### src/hw/sram_defines.svh
`ifndef SRAM_DEFINES_SVH
`define SRAM_DEFINES_SVH

// external sram geometry.
`define SRAM_ADDR_BITS 18
`define SRAM_INDEX_BITS 16

// processor side byte address.
`define MEM_ADDR_BITS 32

// clock cycles spent on each half-word phase.
`define SRAM_WAIT_DEFAULT 2

`endif

### src/hw/sram_pkg.sv
package sram_pkg;

    // processor memory port.
    typedef logic [31:0] mem_addr_t;    // byte address.
    typedef logic [63:0] mem_data_t;
    typedef logic [7:0]  mem_strb_t;    // one bit per byte.

    // 64-bit word index, byte address bits 18..3.
    typedef logic [15:0] word_index_t;

    // sram side, {word index, half number}.
    typedef logic [17:0] sram_addr_t;
    typedef logic [15:0] sram_data_t;
    typedef logic [1:0]  half_index_t;

    typedef enum logic [1:0] {
        idle,
        phase,
        finish
    } phase_state_t;

endpackage

### src/hw/sram_read_assemble.sv
`timescale 1ns/10ps

module sram_read_assemble import sram_pkg::*; (
    input  logic        clock,
    input  logic        reset,
    input  logic        half_capture,
    input  half_index_t half_sel,
    input  sram_data_t  read_half,
    input  logic        op_done,
    input  logic        cmd_error,
    output logic        mem_ready,
    output logic        mem_error,
    output mem_data_t   mem_rdata
);

    always_ff @(posedge clock) begin
        if (!reset) begin
            mem_ready <= 1'b0;
            mem_error <= 1'b0;
        end else begin
            mem_ready <= op_done || cmd_error;
            mem_error <= cmd_error;
        end
    end

    // half n lands in bits 16n+15..16n.
    always_ff @(posedge clock) begin
        if (!reset) begin
            mem_rdata <= '0;
        end else if (mem_ready) begin
            mem_rdata <= '0;    // writes and errors answer zero.
        end else if (half_capture) begin
            mem_rdata[{half_sel, 4'b0000} +: 16] <= read_half;
        end
    end

    assert property (@(posedge clock) disable iff (!reset)
        mem_ready |=> !mem_ready);

endmodule

### config.mk
export PLATFORM = sky130hd
export DESIGN_NAME = sram_read_assemble
export DESIGN_NICKNAME = d
export VERILOG_FILES = /design/src/hw/sram_defines.svh /design/src/hw/sram_pkg.sv /design/src/hw/sram_read_assemble.sv
export SDC_FILE = /design/constraint.sdc
export NUM_CORES = 1
export LEC_CHECK = 0
export ABC_AREA = 1
export BUFFER_PORTS_ARGS = -buffer_cell sky130_fd_sc_hd__buf_2
export CORE_AREA = 2 2 100 102
export DETAILED_ROUTE_END_ITERATION = 8
export DIE_AREA = 0 0 102 104
export PLACE_DENSITY = 0.61
export SKIP_LAST_GASP = 1
export SYNTH_ARGS = -nofsm -noshare
export SYNTH_HDL_FRONTEND = slang
export SYNTH_SLANG_ARGS = --single-unit
### constraint.sdc
create_clock -name clock -period 4.4 [get_ports clock]
set_input_delay 0.88 -clock clock [delete_from_list [all_inputs] [get_ports clock]]
set_output_delay 0.88 -clock clock [all_outputs]
set_load 0.01 [all_outputs]
After elaboration in Yosys (flattened, before gate mapping) --
Index checks and enable logic that the tools add are counted.
Word-level totals: bits in registers 66, bits of input ports 23, output and inout bits 66, logic and storage cells 10
Cells by class: $add $sub $neg 1, shift-type cells 2, muxes and demuxes 1, bitwise logic cells 1, reductions and logical operators 2
Operators by type and width (number):
- bitwise mux 64 bit | 1
- variable shift 16 x 8 -> 64 bit (first input constant) | 1
- variable part select 16 x 8 -> 64 bit | 1
- negator 6 -> 8 bit | 1
- OR reduction 2 bit | 1
- logical OR 1 bit | 1
- inverter 1 bit | 1

Logic depth before layout (Yosys ltp) --
Gate-level depths: netlist (run 1).
depth after elaboration 3, gate-level depth with buffers 11, gate-level depth less buffers 7

Least setup slack after synthesis (run 1) --
OpenSTA, ideal clock, no wires.
path kind input port to flip-flop, start point input half_sel[0], end point register mem_rdata[10], setup time 70 ps, data arrival time 2256 ps, required time 4330 ps, setup slack 2074 ps, stages 10, buffers on the path 4, path through buf_4 > inv_1 > buf_2 > ha_1 > buf_4 > nand2_2 > nor2_4 > buf_6 > nand2_1 > a21oi_1
Between the ends: word-level cells in the longest chain between the ends 3, elaborated cells on any way between the ends 4, classes of those cells add/sub: 1; shift: 2; mux: 1
RTL lines:
- start: declaration | line sram_read_assemble.sv:7 | input half_index_t half_sel,
- negator 6 -> 8 bit * | line sram_read_assemble.sv:33 | mem_rdata[{half_sel, 4'b0000} +: 16] <= read_half;
- variable part select 16 x 8 -> 64 bit or variable shift 16 x 8 -> 64 bit (tied branches) | line sram_read_assemble.sv:33
- bitwise mux 64 bit * | line sram_read_assemble.sv:33
- end signal: indexed assignment | line sram_read_assemble.sv:33
- end: declaration | line sram_read_assemble.sv:13 | output mem_data_t mem_rdata
Every way passes the cells marked *; elsewhere a longest branch is shown, timed or not. A chain may end at the register's enable or synchronous reset.

Worst setup path in the final report (run 1) --
start point input half_sel[0], end point register mem_rdata[1]
The elaborated chain is that of the path after synthesis.

==> impl_metrics.tcl, run 1 <==
set metrics [dict create \
    end_kind "flop" \
    hold_depth 2 \
    reg2reg_depth 4 \
    slowest_delay_ps 620 \
    grt_max_degree 31 \
    p_sw_share_pct 25.6 \
    max-cap-violations 0 \
    hpwl_um 5980 \
    htreeDepth 3 \
    first_pass_iters 5 \
    hold_violations 0 \
    finalNetCount 496 \
    wl_per_cell_um 13.4 \
    setup_ws_ps 1480 \
    ios 89 \
    syn-instance-count 390 \
    hold_start "mem_rdata[31]" \
    layout_min_cycle_time_ps 2920 \
    cp-start-kind "input pin" \
    remaining_drc_errors 0 \
    arrival_ps 3180 \
    cp.required_ps 4660 \
    clk_path_buf_depth 2 \
    via_per_inst 4.44 \
    cts-resized-gates 0 \
    r2r_setup_slack_ps 2700 \
    grt_usage_pct 15.6 \
    core.rowCount 36 \
    slowest_stage "ha_1" \
    comb_power_share_pct 8.6 \
    die_area_sq_um 10600 \
    postCtsHoldBufs 0 \
    finClkSkew_ps 6.22 \
    powerDensity_nw_per_um2 354 \
    criticalPathCategory "in2reg" \
    cts.sinks 66 \
    die_h_um 104 \
    core_area_sq_um 9550 \
    yosysMostFrequentCell "nand2_1" \
    synth_top_area_share_pct 47.7 \
    p_sw_uw 312 \
    clock_latency_ps 340 \
    ant_nets 0 \
    synth-seq-area-share_pct 47.7 \
    hold_class "reg2reg" \
    antenna_found_initial 0 \
    crit_fanout 21 \
    pre_cts_ws_ps 1130 \
    syn_area_sq_um 2770 \
    cts_tree "done" \
    syn-mean-instance-area_sq_um 7.11 \
    fill_cells 1056 \
    synth_common_cells "152 x nand2_1, 66 x dfxtp_1, 64 x a21oi_1" \
    path_cells "buf_2 > inv_1 > ha_1 > nand2_2 > nor2_4 > nand2_1 > a21oi_1" \
    slew_headroom_pct 45.2 \
    finalCritPeriodShare_pct 66.4 \
    rsz0062_at_grt "no" \
    worst_pin_slew_ps 822 \
    clk_pin_slew_ps 80 \
    p_int_uw 910 \
    clkPwrFrac_pct 41.7 \
    synthFlopType "dfxtp_1" \
    slew_viol_final 0 \
    synth-seq-cells 66 \
    fin_setup_tns_ps 0 \
    peakVddDrop_uv 150 \
    cts_root_buf "clkbuf_8" \
    post-synth-top-area-cell "dfxtp_1" \
    path_delay_family "simple AND/OR/NAND/NOR gates" \
    grt_pass1_wl_um 12900 \
    routed_wl_um 8090 \
    portBuffers 88 \
    initial_core_util_pct 29.0 \
    antenna_cells 0 \
    overflow 0 \
    post_route_cells_drive_above_1_share_pct 23.9 \
    seqPwrFrac_pct 49.7 \
    ys_types 14 \
    rr_endpoint "mem_rdata[26]" \
    rr_startpoint "mem_ready" \
    syn2layout_area_growth_pct 24.6 \
    path_buf_inv 2 \
    yosysWarnings 0 \
    synth_area_leaders "dfxtp_1 48%, nand2_1 21%, a21oi_1 12%" \
    outcome "complete, no violations" \
    ys_async_sr_fraction_pct 0 \
    grt_pass1_vias 2546 \
    gp_congestion 0.815 \
    fmax_ghz 0.342 \
    cts_buffers 9 \
    syn_nets 418 \
    drt-initial-drc-count 139 \
    setup_viol 0 \
    hold_end "mem_rdata[31]" \
    post-cts-setup-buffers 0 \
    synth-edff-count 0 \
    post-route-util_pct 36.2 \
    leakagePower_nw 1.56 \
    dr_total_vias 2690 \
    die_x_um 102 \
]
through the flow:
stage / cells / power, mW / hold slack (ps) / area (sq um)
2_1_floorplan: 390 / 0.691 / 488 / 2770
6_report: 606 / 1.22 / 460 / 3460
4_1_cts: 606 / 1.24 / 464 / 3460
3_3_place_gp: 590 / 0.724 / 451 / 3260
5_1_grt: 606 / 1.27 / 476 / 3460
3_5_place_dp: 590 / 0.725 / 452 / 3260
final cells by class:
type                    instances  area (sq um)  area share (%)
clock buffers                  12           145            4.20
clock inverters                 4          51.3            1.48
inverters                      25          93.8            2.72
multi-input cells             277          1230            35.6
flip-flops and latches         66          1320            38.2
well taps                     133           166            4.82
repair buffers                 89           448            13.0
registers in the layout, indices dropped and copies added, names as in the netlist:
| name | flops |
|---|---|
| mem_ready | 1 |
| mem_rdata | 64 |
| mem_error | 1 |
cell families after synthesis:
logic type	synth area share, %
flops	47.7
fa+ha+maj	2.26
buf+inv	7.99
compound gates	14.3
simple gates	27.8
per-layer routing:
layer | wire length (um) | vias to the layer above | global-route usage [%]
met5 | 0 | - | 0
met4 | 112 | 0 | 4.19
met3 | 534 | 11 | 4.44
met2 | 3780 | 90 | 25.0
met1 | 3660 | 1219 | 20.4
li1 | - | 1370 | -
worst min-delay path, delay by kind of cell, from the launching register on:
family / cells / cell delay [ps]
AO/OA/AOI/OAI: 1 / 50
flip-flops: 1 / 310
AND/OR/NAND/NOR: 1 / 50
power by group through the flow:
| stage | registers, mW | clock network (mW) | logic (mW) |
|---|---|---|---|
| 2_1_floorplan | 0.623 | 0 | 0.0674 |
| 3_3_place_gp | 0.621 | 0 | 0.104 |
| 3_5_place_dp | 0.621 | 0 | 0.104 |
| 4_1_cts | 0.607 | 0.523 | 0.105 |
| 5_1_grt | 0.608 | 0.548 | 0.117 |
| 6_report | 0.607 | 0.510 | 0.105 |
worst max path at each step:
stage                           start            end  cells past startpoint
after floorplan           half_sel[0]  mem_rdata[10]                     10
after global placement    half_sel[0]  mem_rdata[13]                      7
after detailed placement  half_sel[0]   mem_rdata[9]                      7
after CTS                 half_sel[0]   mem_rdata[9]                      7
after global routing      half_sel[0]   mem_rdata[9]                      7
final                     half_sel[0]   mem_rdata[1]                      7
cells in the final DEF, fill, tap and decap left out, drive strengths merged:
| cell type | instances |
|---|---|
| o21ai | 15 |
| clkbuf | 12 |
| bufinv | 1 |
| clkinv | 2 |
| nand2 | 156 |
| nor2 | 37 |
| inv | 25 |
| clkinvlp | 1 |
| ha | 5 |
| buf | 89 |
| a21oi | 64 |
| dfxtp | 66 |
(Power assumes the default switching activity.)
==> inputs of run 2 (changes only) <==
--- a/config.mk
+++ b/config.mk
@@ -10,7 +10,7 @@
 export CORE_AREA = 2 2 100 102
 export DETAILED_ROUTE_END_ITERATION = 8
 export DIE_AREA = 0 0 102 104
-export PLACE_DENSITY = 0.61
+export PLACE_DENSITY = 0.63
 export SKIP_LAST_GASP = 1
 export SYNTH_ARGS = -nofsm -noshare
 export SYNTH_HDL_FRONTEND = slang
==> constraint.sdc (replaced) <==
create_clock -name clock -period 2.6 [get_ports clock]
set_input_delay 0.52 -clock clock [delete_from_list [all_inputs] [get_ports clock]]
set_output_delay 0.52 -clock clock [all_outputs]
set_load 0.01 [all_outputs]
==> run 2 against run 1 <==
  * Total power increased by 71%
  * Via count fell by 0.86%
  * Routed wire length is 3.2% lower
  * Final cell count up 0.50%
  * Sequential cell count is the same
  * Design area up 0.83%
  * Largest cell class unchanged
  * Critical endpoint is now mem_rdata[35]
  * Combinational power is 70% higher
  * Critical path depth increased by 1
  * Worst hold slack worse by 100 ps
  * Clock power up 74%
  * Sequential share of layout area down 0.32 points
  * Die area unchanged
  * Largest power group unchanged
==> impl_metrics.tcl, run 2 (synthesis results as in run 1) <==
set metrics [dict create \
    cp-start-kind "input pin" \
    remaining_drc_errors 0 \
    initial_core_util_pct 29.0 \
    slew_headroom_pct 52.8 \
    grt_usage_pct 15.5 \
    antenna_cells 0 \
    path_cells "buf_2 > inv_1 > buf_4 > ha_1 > nand2_1 > inv_1 > o21ai_0 > a21oi_1" \
    antenna_found_initial 0 \
    max-cap-violations 0 \
    dr_total_vias 2667 \
    cts-resized-gates 0 \
    hold_violations 0 \
    slowest_stage "inv_1" \
    gp_congestion 0.777 \
    outcome "complete, no violations" \
    post-cts-setup-buffers 0 \
    clock_latency_ps 350 \
    finClkSkew_ps 8.89 \
    layout_min_cycle_time_ps 1860 \
    ios 89 \
    ant_nets 0 \
    leakagePower_nw 1.59 \
    cts.sinks 66 \
    post_route_cells_drive_above_1_share_pct 24.8 \
    die_area_sq_um 10600 \
    clk_path_buf_depth 2 \
    grtUsageMet1_pct 21.0 \
    finalNetCount 499 \
    cts_root_buf "clkbuf_8" \
    setup_ws_ps 742 \
    core.rowCount 36 \
    top_usage_layer "met2" \
    grt_pass1_vias 2583 \
    wl_per_cell_um 12.9 \
    cts_buffers 9 \
    use_met3_pct 4.44 \
    grt_pass1_wl_um 12800 \
    peakVddDrop_uv 199 \
    rsz0062_at_grt "no" \
    end_kind "flop" \
    postCtsHoldBufs 0 \
    criticalPathCategory "in2reg" \
    hpwl_um 5760 \
    cp.required_ps 2870 \
    slowest_delay_ps 540 \
    final_cell_mix "152 x nand2_1, 88 x buf_2, 66 x dfxtp_1" \
    die_h_um 104 \
    core_area_sq_um 9550 \
    fmax_ghz 0.538 \
    routed_wl_um 7840 \
    arrival_ps 2130 \
    die_x_um 102 \
    worst_pin_slew_ps 708 \
    via_per_inst 4.38 \
    clk_pin_slew_ps 80 \
    largest_reg_flops 64 \
    finalCritPeriodShare_pct 71.4 \
    setup_viol 0 \
    final_common_cell "nand2_1" \
    hold_class "in2reg" \
    largest_register "mem_rdata" \
    overflow 0 \
    drt-initial-drc-count 117 \
    cpMostUsedCell "inv_1" \
    pre_cts_ws_ps 389 \
    fin_setup_tns_ps 0 \
    powerDensity_nw_per_um2 601 \
    largestRegisters "mem_rdata: 64 flops, mem_error: 1 flops, mem_ready: 1 flops" \
    grt_max_degree 39 \
    htreeDepth 3 \
    crit_fanout 30 \
    slew_viol_final 0 \
    first_pass_iters 4 \
    syn2layout_area_growth_pct 25.7 \
    portBuffers 88 \
    cts_tree "done" \
    grt_util_met2_pct 23.7 \
]
run 2: final timing paths:
kind	cells past startpoint	to	slack, ps	from
max	8	mem_rdata[35]	740	half_sel[0]
min	3	mem_error	360	cmd_error
max reg2reg	4	mem_rdata[20]	1150	mem_ready
min reg2reg	2	mem_rdata[21]	460	mem_rdata[21]
run 2: report_power, final:
part	internal, mW	switching (mW)
clock network	0.470	0.417
registers	1.02	0.00597
logic	0.0513	0.128
run 2: final cells by class:
| cell class | instances | area, sq um |
|---|---|---|
| clock inverter | 6 | 65.1 |
| multi-input combinational | 277 | 1230 |
| tap | 133 | 166 |
| inverter | 25 | 93.8 |
| clock buffer | 10 | 138 |
| timing repair buffer | 92 | 470 |
| fill | 1051 | 6060 |
| sequential | 66 | 1320 |
run 2: per-stage QoR:
step,utilization [%],instance area (sq um),hold slack (ps),total power [mW],std cells
after floorplan,-,2770,488,1.17,390
after global placement,34.4,3280,452,1.23,593
after detailed placement,34.4,3280,456,1.23,593
after CTS,36.5,3480,353,2.12,609
after global routing,36.5,3480,350,2.19,609
final,36.5,3480,360,2.09,609
run 2: metal layers:
layer / part of all wire (%) / up-vias
li1: - / 1375
met1: 48 / 1214
met2: 45 / 67
met3: 5.2 / 11
met4: 1.3 / 0
met5: 0 / -
run 2: worst max-delay path, delay by kind of cell:
| kind | cells | cell delay, ps |
|---|---|---|
| compound gates | 2 | 340 |
| fa+ha+maj | 1 | 150 |
| buf+inv | 4 | 1020 |
| simple gates | 1 | 80 |
