[src/hw/sram_defines.svh]
`ifndef SRAM_DEFINES_SVH
`define SRAM_DEFINES_SVH

// external sram geometry.
`define SRAM_ADDR_BITS 18
`define SRAM_INDEX_BITS 16

// processor side byte address.
`define MEM_ADDR_BITS 32

// clock cycles spent on each half-word phase.
`define SRAM_WAIT_DEFAULT 2

`endif

[src/hw/sram_pkg.sv]
package sram_pkg;

    // processor memory port.
    typedef logic [31:0] mem_addr_t;    // byte address.
    typedef logic [63:0] mem_data_t;
    typedef logic [7:0]  mem_strb_t;    // one bit per byte.

    // 64-bit word index, byte address bits 18..3.
    typedef logic [15:0] word_index_t;

    // sram side, {word index, half number}.
    typedef logic [17:0] sram_addr_t;
    typedef logic [15:0] sram_data_t;
    typedef logic [1:0]  half_index_t;

    typedef enum logic [1:0] {
        idle,
        phase,
        finish
    } phase_state_t;

endpackage

[src/hw/sram_request_decode.sv]
`timescale 1ns/10ps
`include "sram_defines.svh"

module sram_request_decode import sram_pkg::*; (
    input  logic        clock,
    input  logic        reset,
    input  logic        mem_valid,
    input  mem_addr_t   mem_addr,
    input  mem_data_t   mem_wdata,
    input  mem_strb_t   mem_wstrb,
    input  logic        op_done,
    output logic        cmd_start,
    output logic        cmd_error,
    output logic        cmd_write,
    output word_index_t cmd_index,
    output mem_data_t   cmd_wdata,
    output mem_strb_t   cmd_wstrb
);

    logic busy;
    logic error_pending;
    logic accept;
    logic in_range;

    assign accept = mem_valid && !busy;

    // nothing above the 512 KB window may reach the pins.
    assign in_range = (mem_addr[`MEM_ADDR_BITS-1:`SRAM_ADDR_BITS+1] == '0);

    always_ff @(posedge clock) begin
        if (!reset) begin
            busy <= 1'b0;
            error_pending <= 1'b0;
            cmd_start <= 1'b0;
            cmd_error <= 1'b0;
        end else begin
            cmd_start <= accept && in_range;
            error_pending <= accept && !in_range;
            cmd_error <= error_pending;    // reported a cycle after accept.
            if (accept) begin
                busy <= 1'b1;
            end else if (op_done || cmd_error) begin
                busy <= 1'b0;
            end
        end
    end

    // command fields stay put until the next accept.
    always_ff @(posedge clock) begin
        if (accept) begin
            cmd_write <= |mem_wstrb;    // no strobes means read.
            cmd_index <= mem_addr[`SRAM_INDEX_BITS+2:3];
            cmd_wdata <= mem_wdata;
            cmd_wstrb <= mem_wstrb;
        end
    end

    assert property (@(posedge clock) disable iff (!reset)
        !(cmd_start && cmd_error));

endmodule

[config.mk]
export PLATFORM = sky130hd
export DESIGN_NAME = sram_request_decode
export DESIGN_NICKNAME = d
export VERILOG_FILES = /design/src/hw/sram_pkg.sv /design/src/hw/sram_request_decode.sv
export VERILOG_INCLUDE_DIRS = /design/src /design/src/hw
export SDC_FILE = /design/constraint.sdc
export NUM_CORES = 1
export LEC_CHECK = 0
export BUFFER_PORTS_ARGS = -buffer_cell sky130_fd_sc_hd__buf_4
export CAP_MARGIN = 0
export CORE_UTILIZATION = 40
export DETAILED_ROUTE_END_ITERATION = 16
export PLACE_DENSITY = 0.74
export SLEW_MARGIN = 30
export SYNTH_ARGS = -nofsm -noshare
export SYNTH_HDL_FRONTEND = slang
export SYNTH_SLANG_ARGS = --single-unit
[constraint.sdc]
create_clock -name clock -period 4.5 [get_ports clock]
set_input_delay 0.9 -clock clock [delete_from_list [all_inputs] [get_ports clock]]
set_output_delay 0.9 -clock clock [all_outputs]
set_load 0.005 [all_outputs]
### Yosys cells after proc, flatten, opt, wreduce, memory -nomap -nowiden

Cells that the tools add are included.
W data, S select, Z words.

* add/subtract/negate cells: 0
* multiply operators: 0
* divide/modulo/power cells: 0
* $lt $le $gt $ge: 0
* equal/unequal tests: 0
* shift operators: 0
* muxes and demuxes: 2
* bitwise gates (word level): 0
* reductions and logical operators: 9

Operator list (number)
* $logic_not A13 Y1: 1
* $reduce_or A8 Y1: 1
* $logic_and A1 B1 Y1: 3
* $logic_not A1 Y1: 2
* $mux W1: 2
* $reduce_bool A2 Y1: 1
* $logic_or A1 B1 Y1: 1

* bits in registers: 93
* latch bits: 0
* memory bits (writable): 0
* memory bits (read-only): 0
* bits of input ports: 108
* output and inout bits: 91
* logic and storage cells: 19
* memories: 0

### Logic depth before layout (Yosys ltp)

Gate-level depths: netlist of run 1.

* depth after elaboration: 3
* depth in mapped cells: 3

### Worst setup path after synthesis of run 1

No wires, ideal clock.

* path kind: in2reg
* start: in mem_valid
* end: reg error_pending
* data arrival time: 3.820 ns
* required time: 4.431 ns
* path slack: 0.611 ns
* stages on the path: 3
* buffers on the path: 0
* path through: nor2b_2 nand2_1 nor2b_4

* longest elaborated chain between the ends: 2

RTL lines
* from (decl): line sram_request_decode.sv:7 `input logic mem_valid,`
* $logic_and A1 B1 Y1: line sram_request_decode.sv:25 `assign accept = mem_valid && !busy;`
* $logic_and A1 B1 Y1: line sram_request_decode.sv:38 `error_pending <= accept && !in_range;`
* to (signal assigned): line sram_request_decode.sv:38
* to (decl): line sram_request_decode.sv:21 `logic error_pending;`

Every way passes these cells.
A chain may end at the register's enable or synchronous reset.

### Final worst setup path of run 1

* start: in mem_valid
* end: reg cmd_wstrb[2], enable pin

* longest elaborated chain between the ends: 1

RTL lines
* $logic_and A1 B1 Y1: line sram_request_decode.sv:25
* named net accept: line sram_request_decode.sv:22 `logic accept;`
* to (signal assigned): line sram_request_decode.sv:54 `cmd_wstrb <= mem_wstrb;`
* to (decl): line sram_request_decode.sv:17 `output mem_strb_t cmd_wstrb`

The timed path passes the listed nets, and every way through them passes these cells.

==> run summary, run 1 <==
Run status = finished, final reports clean
Tmin final = 1920 ps
Top post-synthesis cells by area = edfxtp_1 (93%), dfxtp_1 (2.8%), nor4_2 (0.87%)
CTS tree = yes
Yosys top cell area share = 0.934
Vias per std cell = 4.38
First-pass GRT wire length = 9.70 mm
Most frequent cells in the layout = buf_4 (196), edfxtp_1 (89), clkbuf_8 (9), dfxtp_1 (4)
PwrDens = 368 nW/um^2
Int Pwr = 0.00133 W
TritonCTS buffer count = 9
Combinational share of power = 0.105
Die height = 86.6 um
DRC errors left = 0
Total Wirelength = 6.87 mm
Final period utilization = 0.427
Number of cell rows = 30
Post-CTS Resized = 0
Share of cells above drive strength 1 = 0.674
Worst-path fanout max = 35
CTS Sinks = 93
Clock Tree Root = clkbuf_8
Netlist cell types = 13
Largest net degree at the start of global routing = 42
Worst Reg2Reg Path Length in Cells = 2
Clock buffer depth = 2
Final Hold Viols = 0
Initial antenna violation count = 0
DRT Pass-1 Iters = 4
Die width = 86.6 um
# diodes = 0
Largest area contributor in the netlist = edfxtp_1
Critical path data arrival time = 1930 ps
Sw Share = 0.223
Max-cap viol count = 0
CTS Hold Bufs = 0
Setup TNS = 0 ps
Post-DP HPWL = 5.33 mm
RSZ-0062 raised after global routing = no
Flop pwr share = 0.596
Headroom to the max-slew limit = 0.660
Worst Path Required = 4510 ps
Initial Util = 0.416
Synth-to-Final Area Change = 62.9%
Cell area after layout = 4660 sq um
Fmax = 0.520 GHz
DRT iter0 DRCs = 95
Worst clock skew = 5.98 ps
Post-synthesis sequential area ratio = 0.962
Hold Crit Class = flop to flop
Inst Count DP = 402
Setup Crit Path Kind = primary input to flop
Die Area = 7490 sq um
Post-CTS Repair Setup Buffers = 0
Syn_nets = 217
Crit. End Element = flop
Number of global-route vias before repair = 2000
Lkg Pwr = 1.96 nW
PortBufs = 195
Number of synthesis warnings = 0
Max VDD drop = 265 uV
Post-Layout Cell Count = 418
Routability cong. = 0.737
CTS clk-pin slew, worst paths = 90 ps
DR vias = 1829
Synth Register Bits = 93
Most common cell after layout, fill and taps aside = buf_4
Gate Count Post-Synth = 109
WL/cell = 16.4 um
Critical Path Source Type = primary input
Syn Area/Cell = 26.2 sq um
Hold Slack = 469 ps
Nets = 425
Worst hold stages = 1
Congestion Overflow GR = 0
# IOs = 199
Worst-Margin Slew = 508 ps
Net Switching = 0.000383 W
Placeable Area = 6870 sq um
Clock Latency Late Sink = 350 ps
Setup violators final = 0
Antenna-violating nets left = 0
GRT Total Usage = 0.184
Post-Syn Area = 2860 sq um
Placed instance area = 4480 sq um
Final Max Tran Viols = 0
H-tree depth = 3
Clk pwr share = 0.299
Post-route core utilization = 0.678
==> metrics by stage <==
step	worst slack, ps	total power, W
final	2580	0.00172
after global routing	2500	0.00178
after CTS	2570	0.00173
after detailed placement	2190	0.00123
after global placement	2220	0.00122
after floorplan	611	0.00107
==> power groups by stage <==
| stage | Sequential, W | Clock [W] | Combinational, W |
|---|---|---|---|
| 2_1_floorplan | 0.00105 | 0 | 0.0000204 |
| 3_3_place_gp | 0.00104 | 0 | 0.000178 |
| 3_5_place_dp | 0.00104 | 0 | 0.000183 |
| 4_1_cts | 0.00102 | 0.000527 | 0.000183 |
| 5_1_grt | 0.00103 | 0.000561 | 0.000193 |
| 6_report | 0.00102 | 0.000512 | 0.000180 |
==> registers in the layout (all words and copies together) (netlist names) <==
signal and cells:
cmd_write 1, cmd_error 1, cmd_start 1, busy 1, cmd_wstrb 8, cmd_index 16, error_pending 1, cmd_wdata 64
==> cells in the mapped netlist (all sizes together) <==
library cell  number
dfxtp              4
nor4               4
nand2              2
a21oi              1
nor2b              3
and2               1
nor3               1
nor2               3
nand4              1
edfxtp            89
==> cell families after synthesis <==
logic type	after synthesis	share of synthesized area
flops	93	0.962
compound gates	1	0.00175
simple gates	15	0.0359
==> final cells by class <==
class                      count  area [sq um]
clock buffer                   9           124
clock inverter                 7          58.8
fill                         484          2210
multi-input combinational     16           113
sequential                    93          2750
tap                           96           120
timing repair buffer         197          1490
==> worst paths after layout <==
check	from	endpoint	slack, ps
max	mem_valid	cmd_wstrb[2]	2580
min	error_pending	cmd_error	470
max reg2reg	busy	cmd_wstrb[2]	2870
min reg2reg	error_pending	cmd_error	470
==> critical path: stages <==
cell     delay (ps)
buf_4            80
nor2b_4         440
buf_4           490
==> layer usage <==
layer,global-route usage,vias to the layer above,share of wire
met5,0,-,0
met4,0.103,0,0.029
met3,0.0981,18,0.12
met2,0.326,109,0.55
met1,0.166,849,0.31
li1,-,853,-
Note: power is estimated with default switching activity, not from simulation.
==> run 2: changes to the inputs <==
CORE_UTILIZATION = 36   (was 40)
PLACE_DENSITY = 0.7   (was 0.74)
clock period = 1.74 ns   (was 4.5 ns; I/O delays follow)
==> run 2 against run 1 <==
First-iteration DRC count down 37%. Via count increased by 0.22%. Sequential share of layout area decreased by 0.74 points. Critical endpoint is now cmd_wdata[46].
==> run summary, run 2 (synthesis gave the netlist of run 1 again) <==
DR vias = 1833 (+0.22%)
Total Wirelength = 6.88 mm (+0.19%)
Die height = 91.1 um (+5.3%)
Hold Slack = 170 ps (-299 ps)
# IOs = 199 (unchanged)
Final Hold Viols = 0 (unchanged)
Setup Crit Path Kind = flop to output pin
DRT iter0 DRCs = 60 (-37%)
TritonCTS buffer count = 9 (unchanged)
Top delay family on crit path = flip-flops
Post-CTS Repair Setup Buffers = 0 (unchanged)
Post-route core utilization = 0.614 (-0.0646)
Crit. End Element = output pin
Run status = finished, final reports clean
Largest Register = cmd_wdata
Post-DP HPWL = 5.12 mm (-3.8%)
Share of cells above drive strength 1 = 0.671 (-0.00311)
Crit. Startpoint = cmd_wdata[46]
Initial Util = 0.372 (-0.0443)
Tmin final = 1240 ps
Clock Tree Root = clkbuf_8
Max-cap viol count = 0 (unchanged)
Number of cell rows = 32 (+6.7%)
PortBufs = 195 (unchanged)
Antenna-violating nets left = 0 (unchanged)
Largest net degree at the start of global routing = 52 (+24%)
CTS tree = yes
Worst r2r src = busy
Placeable Area = 7690 sq um (+12%)
Post-Layout Cell Count = 424 (+1.4%)
CTS Hold Bufs = 0 (unchanged)
RSZ-0062 raised after global routing = no
Inst Count DP = 408 (+1.5%)
Crit path buf inv count = 1 (-1)
First-pass GRT wire length = 9.96 mm (+2.6%)
Critical Path Source Type = flop
Nets = 425 (unchanged)
Final period utilization = 0.714
# diodes = 0 (unchanged)
Most common cell after layout, fill and taps aside = buf_4
PwrDens = 993 nW/um^2 (+170%)
Worst clock skew = 5.85 ps (-0.122 ps)
CP max stage cell = edfxtp_1
Number of global-route vias before repair = 1935 (-3.3%)
Worst path cell trace = buf_4
Hold Crit Class = primary input to flop
Initial antenna violation count = 0 (unchanged)
DRC errors left = 0 (unchanged)
Lkg Pwr = 1.99 nW (+1.3%)
Fmax = 0.805 GHz
Final Max Tran Viols = 0 (unchanged)
CP peak stage delay = 400 ps (-90 ps)
Vias per std cell = 4.32 (-1.2%)
Worst-Margin Slew = 266 ps (-242 ps)
Top Registers = cmd_wdata x64, cmd_index x16, cmd_wstrb x8
WL/cell = 16.2 um (-1.2%)
Clock Latency Late Sink = 350 ps (about the same)
Setup TNS = 0 ps (unchanged)
Die width = 91.1 um (+5.3%)
CTS Sinks = 93 (unchanged)
Setup violators final = 0 (unchanged)
CTS clk-pin slew, worst paths = 90 ps (about the same)
Max VDD drop = 535 uV (+100%)
Congestion Overflow GR = 0 (unchanged)
Clock buffer depth = 2 (unchanged)
DRT Pass-1 Iters = 4 (unchanged)
Worst Path Required = 1390 ps (-3120 ps)
Routability cong. = 0.734 (-0.37%)
Post-CTS Resized = 0 (unchanged)
Worst-path fanout max = 1 (-97%)
H-tree depth = 3 (unchanged)
Critical path data arrival time = 890 ps (-1040 ps)
HP Start = mem_addr[11]
Max reg flops = 64 (unchanged)
Die Area = 8310 sq um (+11%)
Headroom to the max-slew limit = 0.822 (+0.162)
GRT Total Usage = 0.168 (-0.0159)
Most frequent cells in the layout = buf_4 (195), edfxtp_1 (89), clkbuf_8 (9), dfxtp_1 (4), nor2_1 (3)
Synth-to-Final Area Change = 65.0%
run 2: changes by cell type in the layout (fill, tap and decap cells not counted), sizes merged:
cell / previous run / this run
bufinv: 0 / 2
clkinvlp: 2 / 1
inv: 3 / 2
run 2: worst paths after layout:
kind	depth (start not counted)	endpoint	slack (ps)
hold / removal	1	cmd_index[8]	170
hold reg to reg	1	cmd_error	440
setup reg to reg	2	cmd_wdata[7]	610
setup / recovery	1	cmd_wdata[46]	500
run 2: where the power goes:
group / internal [W] / leakage (nW) / switching, W
clock: 0.000817 / 0.108 / 0.000751
combinational: 0.000303 / 0.993 / 0.000170
sequential: 0.00261 / 0.885 / 0.0000352
run 2: per-layer routing:
layer	up-vias	track usage	routed length, um
met1	865	0.163	2260
li1	850	-	-
met3	8	0.0829	851
met2	110	0.296	3660
met4	0	0.0794	109
met5	-	0	0
run 2: worst register-to-register path, delay by kind of cell, from the launching register on:
family / cells / cell delay (ps)
DFF: 1 / 340
and+or+nand+nor: 1 / 170
buffers and inverters: 1 / 290
run 2: layout make-up:
cell class / instances / area [sq um]
Multi-Input combinational cell: 16 / 113
Timing Repair Buffer: 197 / 1500
Clock inverter: 7 / 97.6
Fill cell: 607 / 2970
Clock buffer: 9 / 124
Sequential cell: 93 / 2750
Tap cell: 102 / 128
run 2: through the flow:
step,instance area [sq um],power [W],setup WS (ps)
after floorplan,2870,0.00277,-506
after global placement,4500,0.00316,499
after detailed placement,4500,0.00317,486
after CTS,4720,0.00475,467
after global routing,4720,0.00485,446
final,4720,0.00468,498
==> run 3: changes to the inputs <==
CORE_UTILIZATION = 40   (was 36)
PLACE_DENSITY = 0.74   (was 0.7)
clock period = 1.17 ns   (was 1.74 ns; I/O delays follow)
==> run 3 against run 2 <==
Setup slack worse by 470 ps. Largest cell class unchanged. Sequential cell count unchanged. Final cell count shrank 1.2%. Clock skew increased by 2.8 ps. Global-route usage up 1.3 points. Routed wire length is 0.87% lower. Cell area rose by 0.37%. Count of clock-buffer cells in the layout unchanged.
==> run summary, run 3 (synthesis gave the netlist of run 1 again) <==
TritonCTS buffer count = 9 (unchanged)
Worst path cell trace = buf_6
Tmin final = 1150 ps
Die Area = 7490 sq um (-9.8%)
Die width = 86.6 um (-5.0%)
H-tree depth = 3 (unchanged)
Worst hold stages = 1 (unchanged)
Clock Latency Late Sink = 350 ps (about the same)
Synth-to-Final Area Change = 65.6%
Critical path depth in cells = 1 (unchanged)
PortBufs = 195 (unchanged)
CTS tree = yes
Total Wirelength = 6.82 mm (-0.87%)
Worst Reg2Reg Path Length in Cells = 2 (unchanged)
Lkg Pwr = 2.00 nW (+0.76%)
Post-Layout Cell Count = 419 (-1.2%)
Net Switching = 0.00150 W (+56%)
Setup Crit Path Kind = flop to output pin
Most common cell after layout, fill and taps aside = buf_4
Setup violators final = 0 (unchanged)
Congestion Overflow GR = 0 (unchanged)
DRT iter0 DRCs = 81 (+35%)
Share of cells above drive strength 1 = 0.678 (+0.00721)
Top Registers = cmd_wdata x64, cmd_index x16, cmd_wstrb x8
CTS Sinks = 93 (unchanged)
Max VDD drop = 1100 uV (+110%)
# diodes = 0 (unchanged)
Total power = 0.00689 W (+47%)
Flop pwr share = 0.572 (+0.008)
GRT Total Usage = 0.181 (+0.0134)
Most frequent cells in the layout = buf_4 (192), edfxtp_1 (89), clkbuf_8 (9)
Crit. End Element = output pin
Clock Tree Root = clkbuf_8
Initial antenna violation count = 0 (unchanged)
Worst-path fanout max = 1 (unchanged)
CTS Hold Bufs = 0 (unchanged)
RSZ-0062 raised after global routing = yes
Inst Count DP = 403 (-1.2%)
Vias per std cell = 4.41 (+1.9%)
Worst Path Required = 940 ps (-450 ps)
Fillers = 475 (-22%)
DR vias = 1846 (+0.71%)
Number of global-route vias before repair = 1910 (-1.3%)
Worst clock skew = 8.66 ps (+2.80 ps)
CP max stage cell = edfxtp_1
Crit path buf inv count = 1 (unchanged)
Post-route core utilization = 0.689 (+0.0757)
WL/cell = 16.3 um (+0.31%)
Routability cong. = 0.740 (+0.82%)
Headroom to the max-slew limit = 0.826 (+0.00392)
Final period utilization = 0.980
Critical path data arrival time = 910 ps (+20 ps)
PwrDens = 1450 nW/um^2 (+46%)
Number of cell rows = 30 (-6.3%)
Placeable Area = 6870 sq um (-11%)
Combinational share of power = 0.103 (+0.002)
# IOs = 199 (unchanged)
First-pass GRT wire length = 9.48 mm (-4.8%)
Sw Share = 0.217 (+0.0131)
Antenna-violating nets left = 0 (unchanged)
Post-DP HPWL = 5.23 mm (+2.1%)
Final Max Tran Viols = 0 (unchanged)
Final Hold Viols = 0 (unchanged)
Int Pwr = 0.00539 W (+45%)
Worst-Margin Slew = 258 ps (-8.26 ps)
Nets = 426 (+0.24%)
Run status = finished, final reports clean
Die height = 86.6 um (-5.0%)
CTS clk-pin slew, worst paths = 100 ps (about the same)
DRC errors left = 0 (unchanged)
Hold Crit Class = primary input to flop
Top delay family on crit path = flip-flops
CP peak stage delay = 420 ps (+20 ps)
Initial Util = 0.416 (+0.0443)
Max-cap viol count = 0 (unchanged)
Largest Register = cmd_wdata
Fmax = 0.872 GHz
Clock buffer depth = 2 (unchanged)
Critical Path Source Type = flop
Largest net degree at the start of global routing = 38 (-27%)
Max reg flops = 64 (unchanged)
DRT Pass-1 Iters = 4 (unchanged)
Clk pwr share = 0.325 (-0.010)
[run 3: cell count changes in the layout (fill, tap and decap cells not counted), sizes merged]
cell	change
inv	+2
clkinvlp	-1
buf	+1
bufinv	-1
[run 3: worst paths after layout]
check | start | endpoint | slack (ps)
worst max-delay path | cmd_wdata[54] | cmd_wdata[54] | 20
worst min-delay path | mem_wdata[26] | cmd_wdata[26] | 50
worst max register to register | busy | cmd_wdata[52] | 50
worst min register to register | error_pending | cmd_error | 480
[run 3: layer usage]
layer  track usage  share of wire
met2         0.317           0.54
met3         0.102           0.13
met4         0.109          0.028
met1         0.161           0.30
met5             0              0
[run 3: power groups by stage]
stage	Combinational [W]	Sequential, W	Clock [W]
final	0.000712	0.00394	0.00224
after global routing	0.000764	0.00396	0.00242
after CTS	0.000719	0.00394	0.00230
after detailed placement	0.000718	0.00401	0
after global placement	0.000704	0.00400	0
after floorplan	0.0000800	0.00404	0
[run 3: repair_timing]
item	CTS	global route
gates resized for setup	0	3
setup endpoints to repair	0	6
buffers inserted	0	0
[run 3: worst reg2reg max path, delay by kind of cell, from the launching register on]
kind | cells | cell delay, ps
buffers and inverters | 1 | 240
DFF | 1 | 340
and+or+nand+nor | 1 | 210
[run 3: area by class of cell]
cell class              instances  area (sq um)  share of cell area
repair buffers                198          1540               0.324
clock buffers                   9           124              0.0262
multi-input cells              16           113              0.0238
flip-flops and latches         93          2750               0.582
well taps                      96           120              0.0254
clock inverters                 7          90.1              0.0190
[run 3: metrics by stage]
stage	hold WS (ps)	area, sq um	setup WS (ps)	setup TNS [ps]
finish	49.1	4740	23.1	0
global route	16.8	4740	-13.5	-39.9
detailed placement	413	4510	47.9	0
global placement	412	4510	59.0	0
floorplan	333	2870	-1020	-83790
CTS	27.5	4720	5.81	0
